==> src/source/dsp16_ctrl_pkg.sv <==
package dsp16_ctrl_pkg;

    // Program word and its fields
    typedef logic [15:0] word_t;
    typedef logic [4:0]  t_field_t;    // Opcode field, bits 15 to 11
    typedef logic [2:0]  reg_field_t;
    typedef logic [1:0]  acc_field_t;
    typedef logic [8:0]  short_imm_t;

    // Default loop counter widths
    localparam int K_W  = 7;           // Iteration count
    localparam int NI_W = 4;           // Instruction count

    // goto B subcode for return from interrupt
    localparam logic [2:0] IRET_CODE = 3'd1;

    // Instruction classes by T field
    // Some classes occupy a pair of T codes. The decoder folds the
    // second code of each pair onto the name below before the case
    typedef enum t_field_t {
        goto_ja   = 5'd0,      // Also 1
        short_imm = 5'd2,      // Also 3, j k rb re
        f1_plain  = 5'd6,      // F1 with Y read
        f1_y      = 5'd7,      // F1, aT=Y
        r_from_a  = 5'd9,      // R=a0, R=a1 on 11
        long_imm  = 5'd10,
        do_redo   = 5'd14,
        ram_move  = 5'd15,     // R=Y, Y=R on 12
        call_ja   = 5'd16,     // Also 17
        goto_b    = 5'd24,     // return, iret, goto pt, call pt
        if_con    = 5'd26
    } opcode_e;

endpackage

==> src/source/loop_if.sv <==
// Loop set-up from the decoder and loop status back from the sequencer
interface loop_if #(
    parameter int K_W  = dsp16_ctrl_pkg::K_W,
    parameter int NI_W = dsp16_ctrl_pkg::NI_W
);

    logic            cnt_ld;   // One cycle after a do/redo word
    logic            redo;
    logic            short_do; // do with a single instruction body
    logic [NI_W-1:0] ni;       // Index of the last body instruction
    logic [K_W-1:0]  k;
    logic            double;   // Second half of a two-cycle word

    logic            busy;
    logic            stretch;

    modport decoder (
        output cnt_ld, redo, short_do, ni, k, double,
        input  busy, stretch
    );

    modport sequencer (
        input  cnt_ld, redo, short_do, ni, k, double,
        output busy, stretch
    );

endinterface

==> src/source/insn_decoder.sv <==
module insn_decoder #(
    parameter int K_W  = dsp16_ctrl_pkg::K_W,
    parameter int NI_W = dsp16_ctrl_pkg::NI_W
) (
    input  logic                        clk,
    input  logic                        rst,
    input  logic                        cen,
    input  dsp16_ctrl_pkg::word_t       rom_dout,
    input  logic                        con_result,
    input  logic                        irq_take,
    output logic                        iret,
    loop_if.decoder                     loop,
    output logic                        goto_ja,
    output logic                        call_ja,
    output logic                        goto_b,
    output logic                        pc_halt,
    output logic                        con_check,
    output logic                        short_load,
    output logic                        long_load,
    output logic                        acc_load,
    output logic                        ram_load,
    output logic                        ram_we,
    output logic                        post_load,
    output logic                        dau_dec_en,
    output dsp16_ctrl_pkg::reg_field_t  r_field,
    output dsp16_ctrl_pkg::reg_field_t  rsel,
    output dsp16_ctrl_pkg::acc_field_t  a_field,
    output logic [1:0]                  y_mod,
    output dsp16_ctrl_pkg::short_imm_t  short_imm,
    output logic                        irq_start,
    output logic                        do_redo,
    output logic                        do_save,
    output logic                        fault
);

    dsp16_ctrl_pkg::t_field_t t;
    dsp16_ctrl_pkg::opcode_e  op;
    logic                     double_q;
    logic                     redo_q;
    logic                     con_ok;
    logic                     is_iret;

    assign t           = rom_dout[15:11];
    assign con_ok      = !con_check || con_result; // No pending if CON means always
    assign is_iret     = rom_dout[10:8] == dsp16_ctrl_pkg::IRET_CODE;
    assign loop.double = double_q;
    assign loop.redo   = redo_q;
    assign do_redo     = redo_q;

    // Fold paired T codes onto one class
    always_comb begin
        case (t)
            5'd1, 5'd3, 5'd17: op = dsp16_ctrl_pkg::opcode_e'({t[4:1], 1'b0});
            5'd11:             op = dsp16_ctrl_pkg::r_from_a;
            5'd12:             op = dsp16_ctrl_pkg::ram_move;
            default:           op = dsp16_ctrl_pkg::opcode_e'(t);
        endcase
    end

    always_ff @(posedge clk or posedge rst) begin
        if (rst) begin
            {goto_ja, call_ja, goto_b, pc_halt, con_check} <= '0;
            {short_load, long_load, acc_load, ram_load, ram_we} <= '0;
            {post_load, dau_dec_en, irq_start, do_save, iret} <= '0;
            fault         <= 1'b0;
            double_q      <= 1'b0;
            redo_q        <= 1'b0;
            loop.cnt_ld   <= 1'b0;
            loop.short_do <= 1'b0;
            loop.ni       <= '0;
            loop.k        <= '0;
        end else if (cen) begin
            {goto_ja, call_ja, goto_b, pc_halt, con_check} <= '0;
            {short_load, long_load, acc_load, ram_load, ram_we} <= '0;
            {post_load, dau_dec_en, irq_start, do_save, iret} <= '0;
            double_q    <= 1'b0;
            loop.cnt_ld <= 1'b0;

            if (!double_q) begin
                if (irq_take) begin
                    // Interrupt replaces the current word
                    goto_ja   <= 1'b1;
                    irq_start <= 1'b1;
                    pc_halt   <= 1'b1;
                    double_q  <= 1'b1;
                end else begin
                    case (op)
                        dsp16_ctrl_pkg::goto_ja: begin
                            goto_ja  <= con_ok;
                            pc_halt  <= 1'b1;
                            double_q <= 1'b1;
                            if (loop.busy) fault <= 1'b1; // No jumps out of a loop
                        end
                        dsp16_ctrl_pkg::call_ja: begin
                            call_ja  <= con_ok;
                            pc_halt  <= 1'b1;
                            double_q <= 1'b1;
                            if (loop.busy) fault <= 1'b1;
                        end
                        dsp16_ctrl_pkg::goto_b: begin
                            goto_b   <= con_ok || is_iret; // iret ignores the condition
                            iret     <= is_iret;
                            pc_halt  <= 1'b1;
                            double_q <= 1'b1;
                            if (loop.busy) fault <= 1'b1;
                        end
                        dsp16_ctrl_pkg::short_imm: short_load <= 1'b1;
                        dsp16_ctrl_pkg::r_from_a: begin
                            acc_load <= rom_dout[8:7] == 2'b00; // YAAU destination only
                            pc_halt  <= 1'b1;
                            double_q <= 1'b1;
                        end
                        dsp16_ctrl_pkg::long_imm: begin
                            // Immediate follows as the next word
                            long_load <= rom_dout[9:7] == 3'b000;
                            double_q  <= 1'b1;
                            if (loop.busy) fault <= 1'b1;
                        end
                        dsp16_ctrl_pkg::ram_move: begin
                            ram_load  <= rom_dout[10:7] == 4'b0000 && t == 5'd15;
                            ram_we    <= t == 5'd12;
                            post_load <= 1'b1;
                            pc_halt   <= 1'b1;
                            double_q  <= 1'b1;
                        end
                        dsp16_ctrl_pkg::f1_plain: dau_dec_en <= 1'b1;
                        dsp16_ctrl_pkg::f1_y: begin
                            dau_dec_en <= 1'b1;
                            post_load  <= 1'b1;
                        end
                        dsp16_ctrl_pkg::if_con: con_check <= !rom_dout[10];
                        dsp16_ctrl_pkg::do_redo: begin
                            loop.cnt_ld <= 1'b1;
                            if (rom_dout[10:7] == 4'd0) begin
                                // Replay of the cached body
                                redo_q        <= 1'b1;
                                loop.short_do <= 1'b0;
                                loop.k        <= K_W'(rom_dout[6:0]);
                                pc_halt       <= 1'b1;
                                double_q      <= 1'b1;
                            end else begin
                                redo_q  <= 1'b0;
                                do_save <= 1'b1;
                                loop.ni <= NI_W'(rom_dout[10:7] - 4'd1);
                                // Single word body has its first pass stretched at once
                                if (rom_dout[10:7] == 4'd1) begin
                                    loop.short_do <= 1'b1;
                                    loop.k        <= K_W'(rom_dout[6:0] - 7'd1);
                                end else begin
                                    loop.short_do <= 1'b0;
                                    loop.k        <= K_W'(rom_dout[6:0]);
                                end
                            end
                        end
                        default: fault <= 1'b1; // Unknown T field
                    endcase
                end
            end

            if (loop.stretch) begin
                pc_halt  <= 1'b1;
                double_q <= 1'b1;
                if (redo_q) redo_q <= 1'b0; // Stretch during redo is the exit
            end
        end
    end

    // Register fields of decoded words
    always_ff @(posedge clk) begin
        if (cen && !double_q && !irq_take) begin
            short_imm <= rom_dout[8:0];
            y_mod     <= rom_dout[1:0];
            a_field   <= '0;
            case (op)
                dsp16_ctrl_pkg::short_imm: r_field <= rom_dout[11:9] ^ 3'b100;
                dsp16_ctrl_pkg::r_from_a: begin
                    r_field <= rom_dout[6:4];
                    a_field <= {1'b1, rom_dout[12]};
                end
                dsp16_ctrl_pkg::long_imm: r_field <= rom_dout[6:4];
                dsp16_ctrl_pkg::ram_move: begin
                    r_field <= rom_dout[6:4];
                    rsel    <= rom_dout[8:6];
                end
                dsp16_ctrl_pkg::f1_plain, dsp16_ctrl_pkg::f1_y: a_field <= rom_dout[10:9];
                default: ;
            endcase
        end
    end

    branch_onehot: assert property (@(posedge clk) disable iff (rst)
        $onehot0({goto_ja, call_ja, goto_b}));

endmodule

==> src/source/do_loop_seq.sv <==
module do_loop_seq #(
    parameter int K_W  = dsp16_ctrl_pkg::K_W,
    parameter int NI_W = dsp16_ctrl_pkg::NI_W
) (
    input  logic            clk,
    input  logic            rst,
    input  logic            cen,
    loop_if.sequencer       loop,
    output logic            do_start,
    output logic            do_out,
    output logic [NI_W-1:0] do_pc
);

    logic [NI_W-1:0] ni_cnt;
    logic [K_W-1:0]  k_cnt;
    logic            first_done;
    logic            done_eff;
    logic            over;
    logic            first_loop;

    assign over      = ni_cnt == loop.ni;   // Last instruction of a pass
    assign loop.busy = k_cnt != '0;
    assign done_eff  = first_done && !loop.cnt_ld; // Flag is stale until the load edge

    // Last word of the first pass, or the sole word of a short do
    assign first_loop = ((over && k_cnt == loop.k && loop.busy) || loop.short_do)
                        && !done_eff;

    assign do_out       = loop.busy && over && k_cnt == K_W'(1) && !loop.double;
    assign do_start     = (!loop.redo && first_loop) || (loop.redo && !loop.busy);
    assign loop.stretch = (first_loop && !loop.redo) || do_out;
    assign do_pc        = ni_cnt;

    always_ff @(posedge clk or posedge rst) begin
        if (rst) begin
            ni_cnt <= '0;
            k_cnt  <= '0;
        end else if (cen) begin
            if (loop.cnt_ld) begin
                // Cached body and single word body start at index 0
                ni_cnt <= (loop.redo || loop.short_do) ? '0 : NI_W'(1);
                k_cnt  <= loop.k;
            end else if (!loop.double) begin
                ni_cnt <= over ? '0 : ni_cnt + NI_W'(1);
                if (over && loop.busy) k_cnt <= k_cnt - K_W'(1);
            end
        end
    end

    // First pass stretch happens once per do word
    always_ff @(posedge clk or posedge rst) begin
        if (rst) begin
            first_done <= 1'b0;
        end else if (cen) begin
            if (loop.stretch) begin
                first_done <= 1'b1;
            end else if (loop.cnt_ld) begin
                first_done <= 1'b0;
            end
        end
    end

    // A new loop may only be loaded once the previous one has ended
    load_idle: assert property (@(posedge clk) disable iff (rst)
        loop.cnt_ld |-> !loop.busy);

endmodule

==> src/source/irq_entry.sv <==
module irq_entry (
    input  logic                     clk,
    input  logic                     rst,
    input  logic                     cen,
    input  logic                     irq,
    input  dsp16_ctrl_pkg::t_field_t t_field,
    input  logic                     busy,
    input  logic                     double,
    input  logic                     iret,
    output logic                     take,
    output logic                     iack
);

    logic int_ok;
    logic clr_pend;

    // Branches, do and if CON must not be split from what follows
    always_comb begin
        case (t_field)
            5'd0, 5'd1, 5'd14, 5'd16, 5'd17, 5'd24, 5'd26: int_ok = 1'b0;
            default:                                       int_ok = 1'b1;
        endcase
    end

    assign take = irq && int_ok && !busy && !iack && !double;

    always_ff @(posedge clk or posedge rst) begin
        if (rst) begin
            iack     <= 1'b0;
            clr_pend <= 1'b0;
        end else if (cen) begin
            if (take) begin
                iack     <= 1'b1;
                clr_pend <= 1'b0;
            end else if (iret || clr_pend) begin
                if (int_ok && !double) begin
                    iack     <= 1'b0;   // Interrupts open again
                    clr_pend <= 1'b0;
                end else begin
                    clr_pend <= 1'b1;
                end
            end
        end
    end

    // The interrupt branch is two-cycle, so entry cannot repeat at once
    single_entry: assert property (@(posedge clk) disable iff (rst)
        (cen && take) |=> (iack && !take));

endmodule

==> src/source/dsp16_ctrl.sv <==
module dsp16_ctrl #(
    parameter int K_W  = dsp16_ctrl_pkg::K_W,
    parameter int NI_W = dsp16_ctrl_pkg::NI_W
) (
    input  logic                        clk,
    input  logic                        rst,
    input  logic                        cen,
    input  dsp16_ctrl_pkg::word_t       rom_dout,
    input  logic                        irq,
    input  logic                        con_result,
    output logic                        goto_ja,
    output logic                        call_ja,
    output logic                        goto_b,
    output logic                        pc_halt,
    output logic                        con_check,
    output logic                        short_load,
    output logic                        long_load,
    output logic                        acc_load,
    output logic                        ram_load,
    output logic                        ram_we,
    output logic                        post_load,
    output logic                        dau_dec_en,
    output dsp16_ctrl_pkg::reg_field_t  r_field,
    output dsp16_ctrl_pkg::reg_field_t  rsel,
    output dsp16_ctrl_pkg::acc_field_t  a_field,
    output logic [1:0]                  y_mod,
    output dsp16_ctrl_pkg::short_imm_t  short_imm,
    output dsp16_ctrl_pkg::word_t       long_imm,
    output logic                        irq_start,
    output logic                        iack,
    output logic                        do_start,
    output logic                        do_out,
    output logic                        do_redo,
    output logic                        do_save,
    output logic [NI_W-1:0]             do_pc,
    output logic                        fault
);

    logic irq_take;
    logic iret;

    loop_if #(.K_W(K_W), .NI_W(NI_W)) loop_bus ();

    assign long_imm = rom_dout;   // Long immediate is the word after the load

    insn_decoder #(.K_W(K_W), .NI_W(NI_W)) u_decoder (
        .clk, .rst, .cen, .rom_dout, .con_result, .irq_take, .iret,
        .loop       (loop_bus.decoder),
        .goto_ja, .call_ja, .goto_b, .pc_halt, .con_check,
        .short_load, .long_load, .acc_load, .ram_load, .ram_we,
        .post_load, .dau_dec_en, .r_field, .rsel, .a_field, .y_mod,
        .short_imm, .irq_start, .do_redo, .do_save, .fault
    );

    do_loop_seq #(.K_W(K_W), .NI_W(NI_W)) u_loop (
        .clk, .rst, .cen,
        .loop       (loop_bus.sequencer),
        .do_start, .do_out, .do_pc
    );

    irq_entry u_irq (
        .clk, .rst, .cen, .irq,
        .t_field    (rom_dout[15:11]),
        .busy       (loop_bus.busy),
        .double     (loop_bus.double),
        .iret,
        .take       (irq_take),
        .iack
    );

endmodule

==> config.mk <==
export PLATFORM = sky130hd
export DESIGN_NAME = dsp16_ctrl
export DESIGN_NICKNAME = d
export VERILOG_FILES = /design/src/source/dsp16_ctrl_pkg.sv /design/src/source/loop_if.sv /design/src/source/insn_decoder.sv /design/src/source/do_loop_seq.sv /design/src/source/irq_entry.sv /design/src/source/dsp16_ctrl.sv
export SDC_FILE = /design/constraint.sdc
export NUM_CORES = 1
export LEC_CHECK = 0
export BUFFER_PORTS_ARGS = -buffer_cell sky130_fd_sc_hd__buf_2
export CELL_PAD_IN_SITES_DETAIL_PLACEMENT = 1
export CELL_PAD_IN_SITES_GLOBAL_PLACEMENT = 1
export CORE_MARGIN = 2
export CORE_UTILIZATION = 39
export CTS_BUF_LIST = sky130_fd_sc_hd__clkbuf_2
export DETAILED_ROUTE_END_ITERATION = 6
export PLACE_DENSITY = 0.81
export SYNTH_ARGS = -nofsm -noshare
export SYNTH_HDL_FRONTEND = slang
export SYNTH_SLANG_ARGS = --single-unit
export TNS_END_PERCENT = 10
==> constraint.sdc <==
create_clock -name clk -period 1.59 [get_ports clk]
set_input_delay 0.0795 -clock clk [delete_from_list [all_inputs] [get_ports clk]]
set_output_delay 0.0795 -clock clk [all_outputs]
set_load 0.01 [all_outputs]
==> reports/metrics.csv, run 1 <==
stage,metric,value,unit
setup_path,CP Class,flop to output pin,
setup_path,Reg2Reg Setup Slack,-0.58,ns
timing,RSZ-0062 raised after global routing,yes,
final_layout,Area Growth Syn to Fin,45.82,%
clock_network,"CTS clk-pin slew, worst paths",0.21,ns
synthesis,"FF+latch count, synth",62,
drt,Post-DRT Antenna Nets,0,
setup_path,CP max FO,3,
global_routing,vias in the first global route,3883,
final_layout,layout cells sized above 1,0.4718,
die,Die W,98.31,um
die,num rows,34,
timing,Final setup viols,45,
final_layout,Fill cells,1015,
run_status,failing checks,setup timing,
die,core region area,8678,um2
die,die height,98.31,um
drt,vias per inst,5.777,
clock_network,CTS HTree Levels,3,
global_routing,largest net degree at the start of global routing,32,
placed_design,Port Buffers,78,
placed_design,post-DP HPWL,8941,um
placed_design,GP Congestion,0.9422,
synthesis,async set-reset flop share out of synthesis,0.7258,
global_routing,global-route wire length before repair,21180,um
pwr,Tot Pwr,6.112,mW
timing,min cycle time layout,2.314,ns
synthesis,Ys Warns,0,
final_layout,Sequential cell area,1643,um2
pwr,worst vdd ir,0.5580,mV
timing,Max Slew Vio Count,0,
timing,worst-margin pin slew,0.6882,ns
die,Die Footprint,9664,um2
drt,drt drc,0,
pwr,combinational share of power,0.488,
placed_design,Place WS,-0.2733,ns
worst_hold_path,hold crit path type,primary input to flop,
placed_design,placed insts,582,
drt,Detailed Route WL,14050,um
synthesis,number of synthesized flops with an enable pin,17,
final_layout,fin cells,623,
die,Ports,79,
pwr,leak pwr,2.344,nW
clock_network,worst skew pair latency,0.51,ns
synthesis,Post-synth top flop,dfrtp_1,
clock_network,clock root cell,clkbuf_2,
timing,setup_tns,-10.29,ns
synthesis,sequential area share after synthesis,0.4719,
pwr,switching share of total power,0.4092,
global_routing,global-route usage over all layers,0.2835,
pwr,Flop pwr share,0.372,
clock_network,CTS sink cnt,62,
timing,Layout Skew,0.03247,ns
drt,DR pass1 iterations,5,
setup_path,CP Launch Type,flop,
timing,Fmax achieved,432.1,MHz
final_layout,area of the multi-input gates,1851,um2
drt,DR WL/cell,22.55,um
timing,fin crit share,1.455,
timing,slew margin rel.,0.5384,
run_status,status,finished with violations,
synthesis,Post-Synthesis Cells,353,
setup_path,worst path required time,1.51,ns
global_routing,antenna violations before repair,0,
die,Initial Utilization,0.3997,
timing,hold_ws,0.04681,ns
setup_path,Setup crit end kind,output pin,
setup_path,CP Data Arrival Time,2.23,ns
synthesis,"Cell Area, Synth",3468,um2
synthesis,Syn Area/Cell,9.825,um2
pwr,Pint,3.611,mW
timing,worst setup margin,-0.7241,ns
timing,Final Hold Fails,0,
drt,via count,3599,
drt,Detailed Route Iter0 Violations,247,
pwr,clock share of power,0.140,
final_layout,net total in the final layout,539,
synthesis,Synthesized Nets,382,
pwr,Pwr per Cell Area,1208,nW/um2
clock_network,CTS Buffer Depth,2,
clock_network,CTS tree,built,
run,Max-Cap Viols,0,
synthesis,library cells used by synthesis,59,
final_layout,antenna fix cells,0,
clock_network,CTS Buf Count,9,
pwr,switching power,2.501,mW
global_routing,GR Overflow Total,0,
-- metal layers --
| layer | global-route usage | vias up | wire (um) |
|---|---|---|---|
| li1 | - | 1566 | - |
| met1 | 0.3385 | 1831 | 5473 |
| met2 | 0.4908 | 160 | 7359 |
| met3 | 0.05154 | 42 | 696 |
| met4 | 0.1391 | 0 | 518 |
| met5 | 0 | - | 0 |
-- stage by stage --
step | util | instance area (um2)
after detailed placement | 0.5102 | 4428
after global routing | 0.5828 | 5057
after CTS | 0.5584 | 4846
final | 0.5828 | 5057
after floorplan | - | 3495
after global placement | 0.5102 | 4428
-- state kept, by name, indices dropped and copies added, names as in the netlist, 2 cells and up --
signal               flops
u_decoder.loop.k         7
u_decoder.a_field        2
u_decoder.short_imm      9
u_loop.k_cnt             7
u_decoder.r_field        3
u_decoder.loop.ni        4
u_loop.do_pc             4
u_decoder.rsel           3
-- repair_timing --
action,4_1_cts,5_1_grt
gates resized for setup,27,41
setup endpoints to repair,47,58
hold buffers,14,1
pin swaps,12,12
buffers inserted,7,3
endpoints found under the hold margin,75,1
-- worst max-delay path, cell delays in order, from the launching register on --
cell     delay [ns]
dfrtp_2        0.47
xnor2_1        0.25
nand4_1        0.24
o41ai_4        0.42
a22o_1         0.20
buf_2          0.13
-- synthesized netlist by cell type (2+ instances only) --
library cell | number | share of area
a21o_1 | 5 | 0.011
a21oi_1 | 23 | 0.033
a22o_1 | 3 | 0.0076
a22oi_1 | 4 | 0.0087
a31oi_1 | 4 | 0.0072
a32o_1 | 2 | 0.0058
and2b_1 | 2 | 0.0043
buf_1 | 2 | 0.0022
buf_2 | 2 | 0.0029
buf_4 | 19 | 0.041
clkbuf_1 | 8 | 0.0087
dfrtp_1 | 45 | 0.32
edfxtp_1 | 17 | 0.15
ha_1 | 8 | 0.029
inv_1 | 19 | 0.021
mux2_2 | 3 | 0.0097
mux2i_1 | 2 | 0.0058
nand2_1 | 31 | 0.034
nand2b_1 | 7 | 0.013
nand3_1 | 13 | 0.019
nand3b_1 | 3 | 0.0065
nand4_1 | 6 | 0.011
nand4b_1 | 2 | 0.0051
nor2_1 | 24 | 0.026
nor2b_1 | 6 | 0.011
nor3_1 | 11 | 0.016
nor4_1 | 3 | 0.0054
o21ai_0 | 19 | 0.027
o2bb2ai_1 | 6 | 0.015
o31ai_1 | 2 | 0.0043
o32ai_1 | 3 | 0.0076
or2_2 | 3 | 0.0054
or3_1 | 3 | 0.0054
xnor2_1 | 18 | 0.045
-- cell families after synthesis --
family / synth area share
AND/OR/NAND/NOR: 0.1797
AO/OA/AOI/OAI: 0.1764
flip-flops: 0.4719
buffers and inverters: 0.07973
XOR/XNOR: 0.04798
adder cells (fa/ha/maj): 0.02886
multiplexers: 0.01551
-- power groups by stage --
stage / logic, mW / clock network, mW / registers, mW
after floorplan: 1.06 / 0 / 2.31
after global placement: 2.14 / 0 / 2.23
after detailed placement: 2.28 / 0 / 2.26
after CTS: 2.58 / 0.822 / 2.25
after global routing: 3.16 / 0.943 / 2.30
final: 2.98 / 0.854 / 2.27
-- cell usage in the layout, fill, tap and decap left out, drive strengths merged, types with 4 or more instances in the layout --
cell type | netlist | routed
a21oi | 24 | 24
ha | 8 | 8
nand4 | 7 | 7
nor2 | 25 | 25
edfxtp | 17 | 17
a21o | 5 | 5
inv | 19 | 18
o2bb2ai | 6 | 6
nand3 | 13 | 13
clkbuf | 8 | 11
xnor2 | 18 | 18
dlygate4sd3 | 0 | 15
a31oi | 4 | 4
clkinv | 1 | 6
nor3 | 11 | 11
o31ai | 4 | 4
a22oi | 4 | 4
o21ai | 19 | 19
nor2b | 7 | 7
nand2 | 31 | 31
nand2b | 7 | 7
dfrtp | 45 | 45
buf | 24 | 163
-- worst paths after layout --
kind,start,end,cells after the start
max in group asynchronous,rst,u_decoder.loop.double,4
min reg2reg,u_decoder.do_save,u_decoder.do_save,1
max,u_loop.k_cnt[5],do_start,5
max reg2reg,u_loop.k_cnt[5],u_decoder.pc_halt,10
min,con_result,u_decoder.call_ja,4
min in group asynchronous,rst,u_loop.k_cnt[1],3
-- cell type report --
type,count,area share
multi-input cells,239,0.3659
flip-flops and latches,62,0.3248
repair buffers,178,0.2511
well taps,108,0.02672
inverters,20,0.01534
clock buffers,11,0.01089
clock inverters,5,0.005195
Power figures use the tool's default switching activity.
==> run 2, diff against run 1 <==
--- a/config.mk
+++ b/config.mk
@@ -13,6 +13,7 @@
 export CTS_BUF_LIST = sky130_fd_sc_hd__clkbuf_2
 export DETAILED_ROUTE_END_ITERATION = 6
 export PLACE_DENSITY = 0.81
+export SKIP_LAST_GASP = 1
 export SYNTH_ARGS = -nofsm -noshare
 export SYNTH_HDL_FRONTEND = slang
 export SYNTH_SLANG_ARGS = --single-unit
==> run 2 against run 1 <==
  * The flow still finishes with violations (setup timing)
  * Cell area is 3.8% lower
  * First-iteration DRC count is 38% lower
  * Routed wire length is 4.0% lower
  * Cell count is 0.48% lower
  * Non-clock buffer count is 3 lower
==> reports/metrics.csv, run 2 (same netlist as run 1, synthesis figures left out) <==
stage,metric,value,unit
clock_network,CTS sink cnt,62,
setup_path,CP max FO,3,
final_layout,fin util,0.5604,
clock_network,CTS Buffer Depth,2,
final_layout,area of the multi-input gates,1708,um2
timing,slew margin rel.,0.5536,
clock_network,clock root cell,clkbuf_2,
global_routing,global-route usage over all layers,0.2830,
die,core region area,8678,um2
timing,worst-margin pin slew,0.6655,ns
timing,Fmax achieved,443.8,MHz
timing,Layout Skew,0.02251,ns
drt,drt drc,0,
final_layout,Sequential cell area,1644,um2
final_layout,Area Growth Syn to Fin,40.22,%
pwr,leak pwr,2.310,nW
global_routing,GRT met1 Usage,0.3385,
die,Initial Utilization,0.3997,
die,Ports,79,
final_layout,Biggest register,u_decoder.short_imm,
clock_network,CTS HTree Levels,3,
drt,Detailed Route Iter0 Violations,154,
final_layout,antenna fix cells,0,
clock_network,worst skew pair latency,0.52,ns
final_layout,layout cells sized above 1,0.4316,
die,Die Footprint,9664,um2
global_routing,largest net degree at the start of global routing,32,
die,num rows,34,
final_layout,max reg flops,9,
placed_design,GP Congestion,0.9422,
setup_path,Setup crit end kind,output pin,
global_routing,antenna violations before repair,0,
drt,Post-DRT Antenna Nets,0,
run_status,failing checks,setup timing,
clock_network,"CTS clk-pin slew, worst paths",0.19,ns
final_layout,"most common cell after layout, fill and taps aside",buf_2,
setup_path,CP Data Arrival Time,2.17,ns
setup_path,CP Launch Type,flop,
final_layout,most frequent cells in the layout,"buf_2 (78), buf_4 (75), dfrtp_1 (39), nand2_1 (31), a21oi_1 (23)",
setup_path,CP Cell Sequence,xnor2_1 -> nand4_1 -> o41ai_4 -> a22o_1 -> buf_2,
global_routing,vias in the first global route,3826,
clock_network,CTS tree,built,
global_routing,global-route wire length before repair,21020,um
final_layout,net total in the final layout,536,
setup_path,CP max stage cell,dfrtp_1,
die,die height,98.31,um
timing,worst setup margin,-0.6632,ns
timing,Final setup viols,58,
setup_path,CP top delay family,compound AO/OA/AOI/OAI gates,
drt,Detailed Route WL,13480,um
timing,setup_tns,-10.06,ns
final_layout,Regs by FF count,"u_decoder.short_imm x9, u_decoder.loop.k x7, u_loop.k_cnt x7",
setup_path,CP Class,flop to output pin,
run_status,status,finished with violations,
global_routing,grt peak-use layer,met2,
global_routing,met2 Use GR,0.5034,
pwr,worst vdd ir,0.4924,mV
final_layout,Fill cells,1035,
timing,Max Slew Vio Count,0,
timing,Final Hold Fails,0,
drt,via count,3510,
setup_path,Buffers & Inverters on Critical Path,1,
drt,DR WL/cell,21.75,um
setup_path,worst path required time,1.51,ns
die,Die W,98.31,um
placed_design,Port Buffers,78,
drt,DR pass1 iterations,4,
timing,min cycle time layout,2.253,ns
timing,fin crit share,1.417,
timing,RSZ-0062 raised after global routing,yes,
global_routing,GR Overflow Total,0,
timing,hold_ws,0.02510,ns
placed_design,post-DP HPWL,8941,um
clock_network,CTS Buf Count,9,
run,Max-Cap Viols,0,
global_routing,met3 global-route usage,0.04868,
setup_path,slowest cell delay on critical path,0.46,ns
drt,vias per inst,5.661,
pwr,Pwr per Cell Area,1227,nW/um2
worst_hold_path,hold crit path type,primary input to flop,
## run 2: cell count changes in the layout (fill, tap and decap cells not counted), moves of 3 or more
cell,before,now
o2bb2ai_2,3,0
buf_4,70,75
o21ai_0,16,19
a21oi_2,7,1
buf_6,11,5
a21oi_1,17,23
nor2_1,19,22
xnor2_1,14,11
o2bb2ai_1,3,6
## run 2: cell type report
| type | instances | share of cell area |
|---|---|---|
| multi-input cells | 239 | 0.3512 |
| flip-flops and latches | 62 | 0.3381 |
| repair buffers | 175 | 0.2508 |
| well taps | 108 | 0.02779 |
| inverters | 20 | 0.01544 |
| clock buffers | 11 | 0.01132 |
| clock inverters | 5 | 0.005403 |
## run 2: worst paths after layout
check / from / to / slack (ns) / cells past startpoint
max: u_loop.k_cnt[2] / do_start / -0.66 / 5
min: con_result / u_decoder.goto_b / 0.03 / 4
max reg2reg: u_loop.k_cnt[4] / u_loop.k_cnt[6] / -0.33 / 6
min reg2reg: u_decoder.dau_dec_en / u_decoder.dau_dec_en / 0.52 / 1
max in group asynchronous: rst / u_decoder.loop.double / 0.94 / 4
min in group asynchronous: rst / u_loop.k_cnt[1] / 0.09 / 3
## run 2: layer usage
| metal | vias up | wire length, um | share of wire |
|---|---|---|---|
| met5 | - | 0 | 0 |
| met4 | 0 | 446 | 0.033 |
| met3 | 41 | 647 | 0.048 |
| met2 | 134 | 6961 | 0.52 |
| met1 | 1785 | 5426 | 0.40 |
| li1 | 1550 | - | - |
## run 2: power by group
part	leakage [nW]	switching, mW	internal, mW
combinational	1.52	1.42	1.42
clock	0.0591	0.628	0.206
sequential	0.732	0.332	1.96
## run 2: worst min-delay path: stages
cell and delay, ns:
buf_2 0.08, nand2b_1 0.15, a21oi_1 0.06, o2bb2ai_1 0.13
## run 2: per-stage QoR
step	total power [mW]	cell area (um2)	setup WS, ns	std cells
global placement	4.372	4428	-0.1376	582
CTS	5.597	4777	-0.6200	618
detailed placement	4.533	4428	-0.2733	582
global route	6.261	4863	-0.7376	620
floorplan	3.378	3495	-0.02655	353
finish	5.969	4863	-0.6632	620
## run 2: repair_timing
action,CTS,global route
gates resized for setup,16,13
buffers inserted,7,3
hold endpoints to repair,76,0
hold buffers,13,0
endpoints found under the setup margin,47,60
pin swaps,9,5
